==> src/hw/proc_params.svh <==
`ifndef PROC_PARAMS_SVH
`define PROC_PARAMS_SVH

// Operand, result and register width.
`define DATA_WIDTH 32

// The instruction format has 4-bit register fields, so the register file is
// fixed at sixteen entries.
`define REG_COUNT 16
`define REG_ADDR_WIDTH 4

`endif
==> src/hw/procTypes_pkg.sv <==
`include "proc_params.svh"

package procTypes;

    ////////////////////////////////////////
    // Instruction field encodings
    ////////////////////////////////////////

    // Data-processing opcodes, bits 24..21 of the instruction.
    typedef enum logic [3:0] {
        OP_AND = 4'b0000,
        OP_EOR = 4'b0001,
        OP_SUB = 4'b0010,
        OP_ADD = 4'b0100,
        OP_CMP = 4'b1010,
        OP_ORR = 4'b1100,
        OP_MOV = 4'b1101
    } aluOpE;

    // Condition field, bits 31..28.
    typedef enum logic [3:0] {
        COND_EQ = 4'b0000,
        COND_NE = 4'b0001,
        COND_CS = 4'b0010,
        COND_CC = 4'b0011,
        COND_MI = 4'b0100,
        COND_PL = 4'b0101,
        COND_VS = 4'b0110,
        COND_VC = 4'b0111,
        COND_AL = 4'b1110
    } condE;

    typedef enum logic [1:0] {
        SH_LSL = 2'b00,
        SH_LSR = 2'b01,
        SH_ASR = 2'b10,
        SH_ROR = 2'b11
    } shiftE;

    ////////////////////////////////////////
    // Pipeline bundles
    ////////////////////////////////////////

    typedef struct packed {
        logic n;
        logic z;
        logic c;
        logic v;
    } flagsT;

    typedef struct packed {
        logic                       valid;
        condE                       cond;
        aluOpE                      aluOp;
        logic                       setFlags;
        logic                       regWrite;
        logic [`REG_ADDR_WIDTH-1:0] destAddr;
        logic [`DATA_WIDTH-1:0]     srcA;
        logic [`DATA_WIDTH-1:0]     srcB;
        logic                       useImm;
        logic [7:0]                 imm8;
        shiftE                      shiftType;
        logic [4:0]                 shamt;
    } decodedT;

    typedef struct packed {
        logic [`REG_ADDR_WIDTH-1:0] addr;
        logic [`DATA_WIDTH-1:0]     data;
    } resultT;

endpackage

==> src/hw/dataPathCore.sv <==
`timescale 1ns/1ps
`include "proc_params.svh"

module dataPathCore import procTypes::*; (
    input  logic        CLK,
    input  logic        Reset,
    input  logic [31:0] Instr,
    input  logic        InstrValid,
    input  logic        Stall,
    input  logic        Flush,
    output logic        ResultValid,
    output resultT      Result,
    output flagsT       Flags
);

    logic [`REG_ADDR_WIDTH-1:0] raA;
    logic [`REG_ADDR_WIDTH-1:0] raB;
    logic [`DATA_WIDTH-1:0]     rdA;
    logic [`DATA_WIDTH-1:0]     rdB;
    logic                       wrEn;
    logic [`REG_ADDR_WIDTH-1:0] wrAddr;
    logic [`DATA_WIDTH-1:0]     wrData;
    decodedT                    decodedD;
    decodedT                    decodedE;

    ////////////////////////////////////////
    // Decode stage
    ////////////////////////////////////////

    instrDecoder i_decoder (
        .Instr      (Instr),
        .InstrValid (InstrValid),
        .raA        (raA),
        .raB        (raB),
        .rdA        (rdA),
        .rdB        (rdB),
        .decodedD   (decodedD)
    );

    // Write port comes back from execute; the bypass closes the loop.
    regFile i_regFile (
        .CLK    (CLK),
        .Reset  (Reset),
        .raA    (raA),
        .raB    (raB),
        .rdA    (rdA),
        .rdB    (rdB),
        .wrEn   (wrEn),
        .wrAddr (wrAddr),
        .wrData (wrData)
    );

    deReg i_deReg (
        .CLK      (CLK),
        .Reset    (Reset),
        .Stall    (Stall),
        .Flush    (Flush),
        .decodedD (decodedD),
        .decodedE (decodedE)
    );

    ////////////////////////////////////////
    // Execute stage
    ////////////////////////////////////////

    execStage i_execStage (
        .CLK         (CLK),
        .Reset       (Reset),
        .Stall       (Stall),
        .decodedE    (decodedE),
        .wrEn        (wrEn),
        .wrAddr      (wrAddr),
        .wrData      (wrData),
        .ResultValid (ResultValid),
        .Result      (Result),
        .Flags       (Flags)
    );

endmodule

==> src/hw/execStage.sv <==
`timescale 1ns/1ps
`include "proc_params.svh"

module execStage import procTypes::*; (
    input  logic                       CLK,
    input  logic                       Reset,
    input  logic                       Stall,
    input  decodedT                    decodedE,
    output logic                       wrEn,
    output logic [`REG_ADDR_WIDTH-1:0] wrAddr,
    output logic [`DATA_WIDTH-1:0]     wrData,
    output logic                       ResultValid,
    output resultT                     Result,
    output flagsT                      Flags
);

    logic [`DATA_WIDTH-1:0]   opA;
    logic [`DATA_WIDTH-1:0]   opB;
    logic [`DATA_WIDTH-1:0]   aluOut;
    logic [`DATA_WIDTH:0]     lslTmp;
    logic [`DATA_WIDTH:0]     lsrTmp;
    logic [`DATA_WIDTH:0]     asrTmp;
    logic [2*`DATA_WIDTH-1:0] rorTmp;
    logic [`DATA_WIDTH:0]     addTmp;
    logic [`DATA_WIDTH:0]     subTmp;
    logic                     shiftCarry;
    flagsT                    aluFlags;
    logic                     condPass;
    logic                     commit;
    logic                     flagWrite;

    ////////////////////////////////////////
    // Operand B shifter
    ////////////////////////////////////////

    assign opA = decodedE.srcA;

    always_comb begin
        // The extra bit on each side catches the last bit shifted out.
        lslTmp = {1'b0, decodedE.srcB} << decodedE.shamt;
        lsrTmp = {decodedE.srcB, 1'b0} >> decodedE.shamt;
        asrTmp = $signed({decodedE.srcB, 1'b0}) >>> decodedE.shamt;
        rorTmp = {decodedE.srcB, decodedE.srcB} >> decodedE.shamt;

        opB        = decodedE.srcB;
        shiftCarry = Flags.c;
        if (decodedE.useImm) begin
            opB = {{(`DATA_WIDTH-8){1'b0}}, decodedE.imm8};
        end else if (decodedE.shamt != 5'd0) begin
            case (decodedE.shiftType)
                SH_LSL: begin
                    opB        = lslTmp[`DATA_WIDTH-1:0];
                    shiftCarry = lslTmp[`DATA_WIDTH];
                end
                SH_LSR: begin
                    opB        = lsrTmp[`DATA_WIDTH:1];
                    shiftCarry = lsrTmp[0];
                end
                SH_ASR: begin
                    opB        = asrTmp[`DATA_WIDTH:1];
                    shiftCarry = asrTmp[0];
                end
                default: begin
                    opB        = rorTmp[`DATA_WIDTH-1:0];
                    shiftCarry = rorTmp[`DATA_WIDTH-1];
                end
            endcase
        end
    end

    ////////////////////////////////////////
    // ALU
    ////////////////////////////////////////

    always_comb begin
        addTmp = {1'b0, opA} + {1'b0, opB};
        // Subtraction as A + ~B + 1, so the carry out is the inverted borrow.
        subTmp = {1'b0, opA} + {1'b0, ~opB} + {{`DATA_WIDTH{1'b0}}, 1'b1};

        aluFlags.c = shiftCarry;
        aluFlags.v = Flags.v;
        case (decodedE.aluOp)
            OP_AND: aluOut = opA & opB;
            OP_EOR: aluOut = opA ^ opB;
            OP_ORR: aluOut = opA | opB;
            OP_ADD: begin
                aluOut     = addTmp[`DATA_WIDTH-1:0];
                aluFlags.c = addTmp[`DATA_WIDTH];
                aluFlags.v = (opA[`DATA_WIDTH-1] == opB[`DATA_WIDTH-1]) &&
                             (aluOut[`DATA_WIDTH-1] != opA[`DATA_WIDTH-1]);
            end
            OP_SUB, OP_CMP: begin
                aluOut     = subTmp[`DATA_WIDTH-1:0];
                aluFlags.c = subTmp[`DATA_WIDTH];
                aluFlags.v = (opA[`DATA_WIDTH-1] != opB[`DATA_WIDTH-1]) &&
                             (aluOut[`DATA_WIDTH-1] != opA[`DATA_WIDTH-1]);
            end
            default: aluOut = opB;
        endcase
        aluFlags.n = aluOut[`DATA_WIDTH-1];
        aluFlags.z = (aluOut == '0);
    end

    ////////////////////////////////////////
    // Condition check and commit
    ////////////////////////////////////////

    always_comb begin
        case (decodedE.cond)
            COND_EQ: condPass = Flags.z;
            COND_NE: condPass = !Flags.z;
            COND_CS: condPass = Flags.c;
            COND_CC: condPass = !Flags.c;
            COND_MI: condPass = Flags.n;
            COND_PL: condPass = !Flags.n;
            COND_VS: condPass = Flags.v;
            COND_VC: condPass = !Flags.v;
            COND_AL: condPass = 1'b1;
            default: condPass = 1'b0;
        endcase
    end

    // Stall freezes the whole slice, so nothing commits while it is high.
    assign commit    = decodedE.valid && condPass && !Stall;
    assign flagWrite = commit && (decodedE.setFlags || (decodedE.aluOp == OP_CMP));

    assign wrEn   = commit && decodedE.regWrite;
    assign wrAddr = decodedE.destAddr;
    assign wrData = aluOut;

    always_ff @(posedge CLK or posedge Reset) begin
        if (Reset) begin
            ResultValid <= 1'b0;
            Result      <= '0;
            Flags       <= '0;
        end else begin
            ResultValid <= wrEn;
            if (wrEn) begin
                Result.addr <= wrAddr;
                Result.data <= wrData;
            end
            if (flagWrite) begin
                Flags <= aluFlags;
            end
        end
    end

endmodule

==> src/hw/deReg.sv <==
`timescale 1ns/1ps

module deReg import procTypes::*; (
    input  logic    CLK,
    input  logic    Reset,
    input  logic    Stall,
    input  logic    Flush,
    input  decodedT decodedD,
    output decodedT decodedE
);

    // Priority is reset, flush, stall, then load.
    // A flush leaves a bubble and drops whatever decode offered this cycle.
    always_ff @(posedge CLK or posedge Reset) begin
        if (Reset) begin
            decodedE <= '0;
        end else if (Flush) begin
            decodedE <= '0;
        end else if (!Stall) begin
            decodedE <= decodedD;
        end
    end

endmodule

==> src/hw/regFile.sv <==
`timescale 1ns/1ps
`include "proc_params.svh"

module regFile (
    input  logic                       CLK,
    input  logic                       Reset,
    input  logic [`REG_ADDR_WIDTH-1:0] raA,
    input  logic [`REG_ADDR_WIDTH-1:0] raB,
    output logic [`DATA_WIDTH-1:0]     rdA,
    output logic [`DATA_WIDTH-1:0]     rdB,
    input  logic                       wrEn,
    input  logic [`REG_ADDR_WIDTH-1:0] wrAddr,
    input  logic [`DATA_WIDTH-1:0]     wrData
);

    logic [`DATA_WIDTH-1:0] regs [`REG_COUNT];

    always_ff @(posedge CLK or posedge Reset) begin
        if (Reset) begin
            for (int i = 0; i < `REG_COUNT; i++) begin
                regs[i] <= '0;
            end
        end else if (wrEn) begin
            regs[wrAddr] <= wrData;
        end
    end

    // A write landing at the coming edge is forwarded to the reader, so the
    // instruction in decode sees the value its predecessor is committing.
    assign rdA = (wrEn && (wrAddr == raA)) ? wrData : regs[raA];
    assign rdB = (wrEn && (wrAddr == raB)) ? wrData : regs[raB];

endmodule

==> src/hw/instrDecoder.sv <==
`timescale 1ns/1ps
`include "proc_params.svh"

module instrDecoder import procTypes::*; (
    input  logic [31:0]                Instr,
    input  logic                       InstrValid,
    output logic [`REG_ADDR_WIDTH-1:0] raA,
    output logic [`REG_ADDR_WIDTH-1:0] raB,
    input  logic [`DATA_WIDTH-1:0]     rdA,
    input  logic [`DATA_WIDTH-1:0]     rdB,
    output decodedT                    decodedD
);

    logic [3:0] opField;
    logic       isDataProc;
    logic       opKnown;

    ////////////////////////////////////////
    // Field extraction
    ////////////////////////////////////////

    assign opField    = Instr[24:21];
    assign isDataProc = (Instr[27:26] == 2'b00);

    // Rn feeds operand A, Rm feeds operand B.
    assign raA = Instr[19:16];
    assign raB = Instr[3:0];

    always_comb begin
        case (opField)
            OP_AND, OP_EOR, OP_SUB, OP_ADD, OP_ORR, OP_MOV, OP_CMP: begin
                opKnown = isDataProc;
            end
            default: begin
                opKnown = 1'b0;
            end
        endcase
    end

    ////////////////////////////////////////
    // Bundle assembly
    ////////////////////////////////////////

    always_comb begin
        decodedD.valid = InstrValid;
        decodedD.cond  = condE'(Instr[31:28]);

        // An unknown opcode still travels down the pipe, but with no
        // register write and no flag write it leaves no trace.
        if (opKnown) begin
            decodedD.aluOp    = aluOpE'(opField);
            decodedD.setFlags = Instr[20];
            decodedD.regWrite = (opField != OP_CMP);
        end else begin
            decodedD.aluOp    = OP_AND;
            decodedD.setFlags = 1'b0;
            decodedD.regWrite = 1'b0;
        end

        decodedD.destAddr = Instr[15:12];
        decodedD.srcA     = rdA;
        decodedD.srcB     = rdB;

        // Immediate form uses imm8 zero-extended, no rotation.
        decodedD.useImm    = Instr[25];
        decodedD.imm8      = Instr[7:0];
        decodedD.shiftType = shiftE'(Instr[6:5]);
        decodedD.shamt     = Instr[11:7];
    end

endmodule

==> config.mk <==
export PLATFORM = sky130hd
export DESIGN_NAME = dataPathCore
export DESIGN_NICKNAME = d
export VERILOG_FILES = /design/src/hw/procTypes_pkg.sv /design/src/hw/dataPathCore.sv /design/src/hw/execStage.sv /design/src/hw/deReg.sv /design/src/hw/regFile.sv /design/src/hw/instrDecoder.sv
export VERILOG_INCLUDE_DIRS = /design/src /design/src/hw
export SDC_FILE = /design/constraint.sdc
export NUM_CORES = 2
export LEC_CHECK = 0
export BUFFER_PORTS_ARGS = -buffer_cell sky130_fd_sc_hd__buf_2
export CORE_AREA = 3 3 323 325
export CTS_CLUSTER_SIZE = 16
export DETAILED_ROUTE_END_ITERATION = 8
export DIE_AREA = 0 0 326 328
export HOLD_SLACK_MARGIN = 0.05
export SYNTH_ARGS = -nofsm -noshare
export SYNTH_HDL_FRONTEND = slang
export SYNTH_SLANG_ARGS = --single-unit
==> constraint.sdc <==
create_clock -name CLK -period 32.2 [get_ports CLK]
set_input_delay 3.22 -clock CLK [delete_from_list [all_inputs] [get_ports CLK]]
set_output_delay 3.22 -clock CLK [all_outputs]
set_load 0.05 [all_outputs]
==> results.py <==
metrics = {
    "status": {
        "outcome": "finished, final reports clean",
    },
    "global_routing": {
        "track_usage_pct": 34.6,
        "grt_first_pass_wirelength_um": 273000,
        "grt_antenna_before_repair": 12,
        "grt_max_degree": 111,
        "grt.overflow.total": 0,
        "grt_pass1_vias": 38200,
    },
    "placed_design": {
        "pre_cts_ws_ps": 23510,
        "place_congestion": 1.08,
        "dp_hpwl_um": 124000,
        "io_buffers": 77,
    },
    "logic_synthesis": {
        "synth_top_area_cell": "dfrtp_1",
        "netlist_instances": 4690,
        "synthFlopType": "dfrtp_1",
        "seq_area_frac_synth_pct": 35.4,
        "synth_area_um2": 45600,
        "ys_ff_latch": 645,
        "ys_warn_count": 0,
        "syn-num-nets": 4830,
        "netlist.area_leader.share_pct": 35.4,
        "async_reset_ff_share_pct": 100,
        "ys_top_cells_by_count": "nand2_1 (903), dfrtp_1 (645), o21ai_0 (429)",
        "synthTopCellsByArea": "dfrtp_1 (35%), mux4_2 (18%), nand2_1 (7.4%)",
        "ys_types": 105,
        "avgSynthCellArea_um2": 9.73,
        "synth_most_common_cell": "nand2_1",
        "synth_edf_count": 0,
    },
    "timing": {
        "setup_viol": 0,
        "fin_ws_ps": 23120,
        "slew_violations": 0,
        "fin_crit_sh_pct": 28.2,
        "tightest_slew_ps": 1300,
        "slew_headroom_pct": 12.3,
        "rsz0062_at_grt": "no",
        "skew_ps": 50.2,
        "fin_crit_ps": 9080,
        "tns_ps": 0,
        "finalHoldViolations": 0,
        "fmax_ghz": 0.110,
    },
    "detailed_routing": {
        "drc": 0,
        "dr.first_iter.drc_count": 5249,
        "vias_per_cell": 6.64,
        "antenna_left": 0,
        "route.vias.total": 39400,
        "drt_first_pass_iters": 6,
        "wl_um": 187000,
        "routedWlPerCell_um": 31.5,
    },
    "setup_path": {
        "critical_path.top_delay_family": "compound AO/OA/AOI/OAI gates",
        "critical_path_arrival_ps": 9610,
        "critPathSlowestCell": "a32oi_2",
        "critPathKind": "flop to flop",
        "path_max_fanout": 73,
        "critPathBufInv": 2,
        "timing.critical_path.cells": "buf_4, mux2i_1, mux4_2, o21ai_0, a221oi_2, o41ai_2, inv_1, ha_1, nor2b_1, o2111ai_1, a211oi_1, o21ai_0, a21oi_1, o21ai_0, o41ai_1, a22oi_1, a32oi_2, a211oi_1, a211oi_1",
        "reg2reg_depth": 19,
        "crit_path_start_kind": "flop",
        "end_kind": "flop",
        "r2r_end": "i_deReg.decodedE[78]",
        "crit_required_ps": 32730,
        "r2r_setup_slack_ps": 23120,
        "max_stage_delay_ps": 910,
        "r2r_start": "i_deReg.decodedE[3]",
    },
    "power": {
        "cellLeakagePower_nw": 21.0,
        "ir_worst_vdd_v": 0.0000449,
        "pwr-share-seq_pct": 40.8,
        "swShare_pct": 30.1,
        "p_clk_share_pct": 42.8,
        "power_density_nw_per_um2": 41.0,
        "power.internal_w": 0.00141,
        "switchingPower_w": 0.000607,
        "combPwrFrac_pct": 16.4,
    },
    "cells_and_area": {
        "final_util_pct": 48.4,
        "drive_above_1_share_pct": 20.5,
        "num-nets-final": 4640,
        "syn_to_final_growth_pct": 7.99,
    },
    "clock_tree": {
        "htreeDepth": 3,
        "cts_buffer_depth": 3,
        "cts.sinks": 645,
        "post_cts_resized": 0,
        "clock_latency_ps": 670,
        "numCtsBuffers": 74,
        "post-cts-setup-buffers": 0,
        "clockRootBuffer": "clkbuf_16",
        "holdBufCountCts": 0,
        "clk_pin_slew_ps": 60,
        "cts_tree": "built",
    },
    "worst_hold_path": {
        "holdCritPathClass": "flop to flop",
        "hp-start": "i_execStage.Result[29]",
        "min_path_cells": 2,
        "whs_endpoint": "i_execStage.Result[29]",
    },
    "floorplanning": {
        "io_pins": 78,
        "row_count": 117,
        "fp.dieH_um": 328,
        "die_w_um": 326,
        "start_util_pct": 44.8,
        "die_area_um2": 107000,
        "core_um2": 102000,
    },
    "run": {
        "drv_cap": 0,
    },
}
per-stage QoR:
step           total power, W  std cells  hold slack [ps]  cell area, um^2
6_report              0.00202       5926              474            49300
5_1_grt               0.00209       5920              508            49300
4_1_cts               0.00202       5920              478            49300
3_5_place_dp          0.00116       5792              458            46800
3_3_place_gp          0.00116       5792              456            46800
2_1_floorplan         0.00105       4690              450            45600
area by class of cell:
class	count	area (um^2)
diodes	6	15.0
clock buffers	102	2110
clock inverters	26	330
fillers	9534	52500
inverters	130	495
multi-input cells	3459	27200
flip-flops and latches	645	16200
well taps	1368	1710
repair buffers	190	1290
per-layer routing:
layer	up-vias	global-route usage, %	routed length [um]
met3	508	7.88	19500
met4	4	15.6	9670
met2	2265	50.7	80000
met5	-	0	34
met1	19900	49.0	77500
li1	16700	-	-
worst min-delay path: stages, from the launching register on:
cell and delay (ps):
dfrtp_1 340, nand2_1 50, nand2_1 50
flip-flops by register name, indices dropped and copies added, names as in the netlist:
register,count
i_execStage.Flags,4
i_regFile.regs,512
i_execStage.Result,36
i_execStage.ResultValid,1
i_deReg.decodedE,92
how the worst max path moves through the flow:
stage | from | endpoint | slack (ps) | cells past startpoint
final | i_deReg.decodedE[3] | i_deReg.decodedE[78] | 23120 | 19
after global routing | i_deReg.decodedE[3] | i_deReg.decodedE[78] | 22670 | 19
after CTS | i_deReg.decodedE[3] | i_deReg.decodedE[78] | 23430 | 19
after detailed placement | i_deReg.decodedE[3] | i_deReg.decodedE[78] | 23510 | 19
after global placement | i_deReg.decodedE[3] | i_execStage.Flags[2] | 23560 | 21
after floorplan | Reset | i_deReg.decodedE[0] | 10910 | 1
cell usage in the layout (no fill, tap or decap), drive strengths merged, types with 35 or more instances in the layout:
cell    instances
nand2b         35
mux4          369
inv           135
o21ai         439
ha            101
nand3          51
nor2          337
nor2b          42
mux2i         178
mux2          173
nand2         903
dfrtp         645
a211oi         67
nor3           52
buf           190
clkbuf        102
a21oi         171
power by group through the flow:
| stage | clock network (W) | logic (W) | registers, W |
|---|---|---|---|
| 6_report | 0.000864 | 0.000330 | 0.000824 |
| 5_1_grt | 0.000914 | 0.000348 | 0.000824 |
| 4_1_cts | 0.000879 | 0.000322 | 0.000823 |
| 3_5_place_dp | 0 | 0.000321 | 0.000838 |
| 3_3_place_gp | 0 | 0.000325 | 0.000838 |
| 2_1_floorplan | 0 | 0.000218 | 0.000833 |
logic make-up after synthesis:
group                      Yosys count  share of synthesized area [%]
AOI/OAI and AO/OA                 1068                           15.1
xor gates and xnor gates            24                          0.461
adders and majority gates          103                           2.86
buffers and inverters              586                           5.55
DFF                                645                           35.4
muxes                              720                           26.4
and+or+nand+nor                   1544                           14.3
No activity file was read; power rests on OpenSTA's default activity.
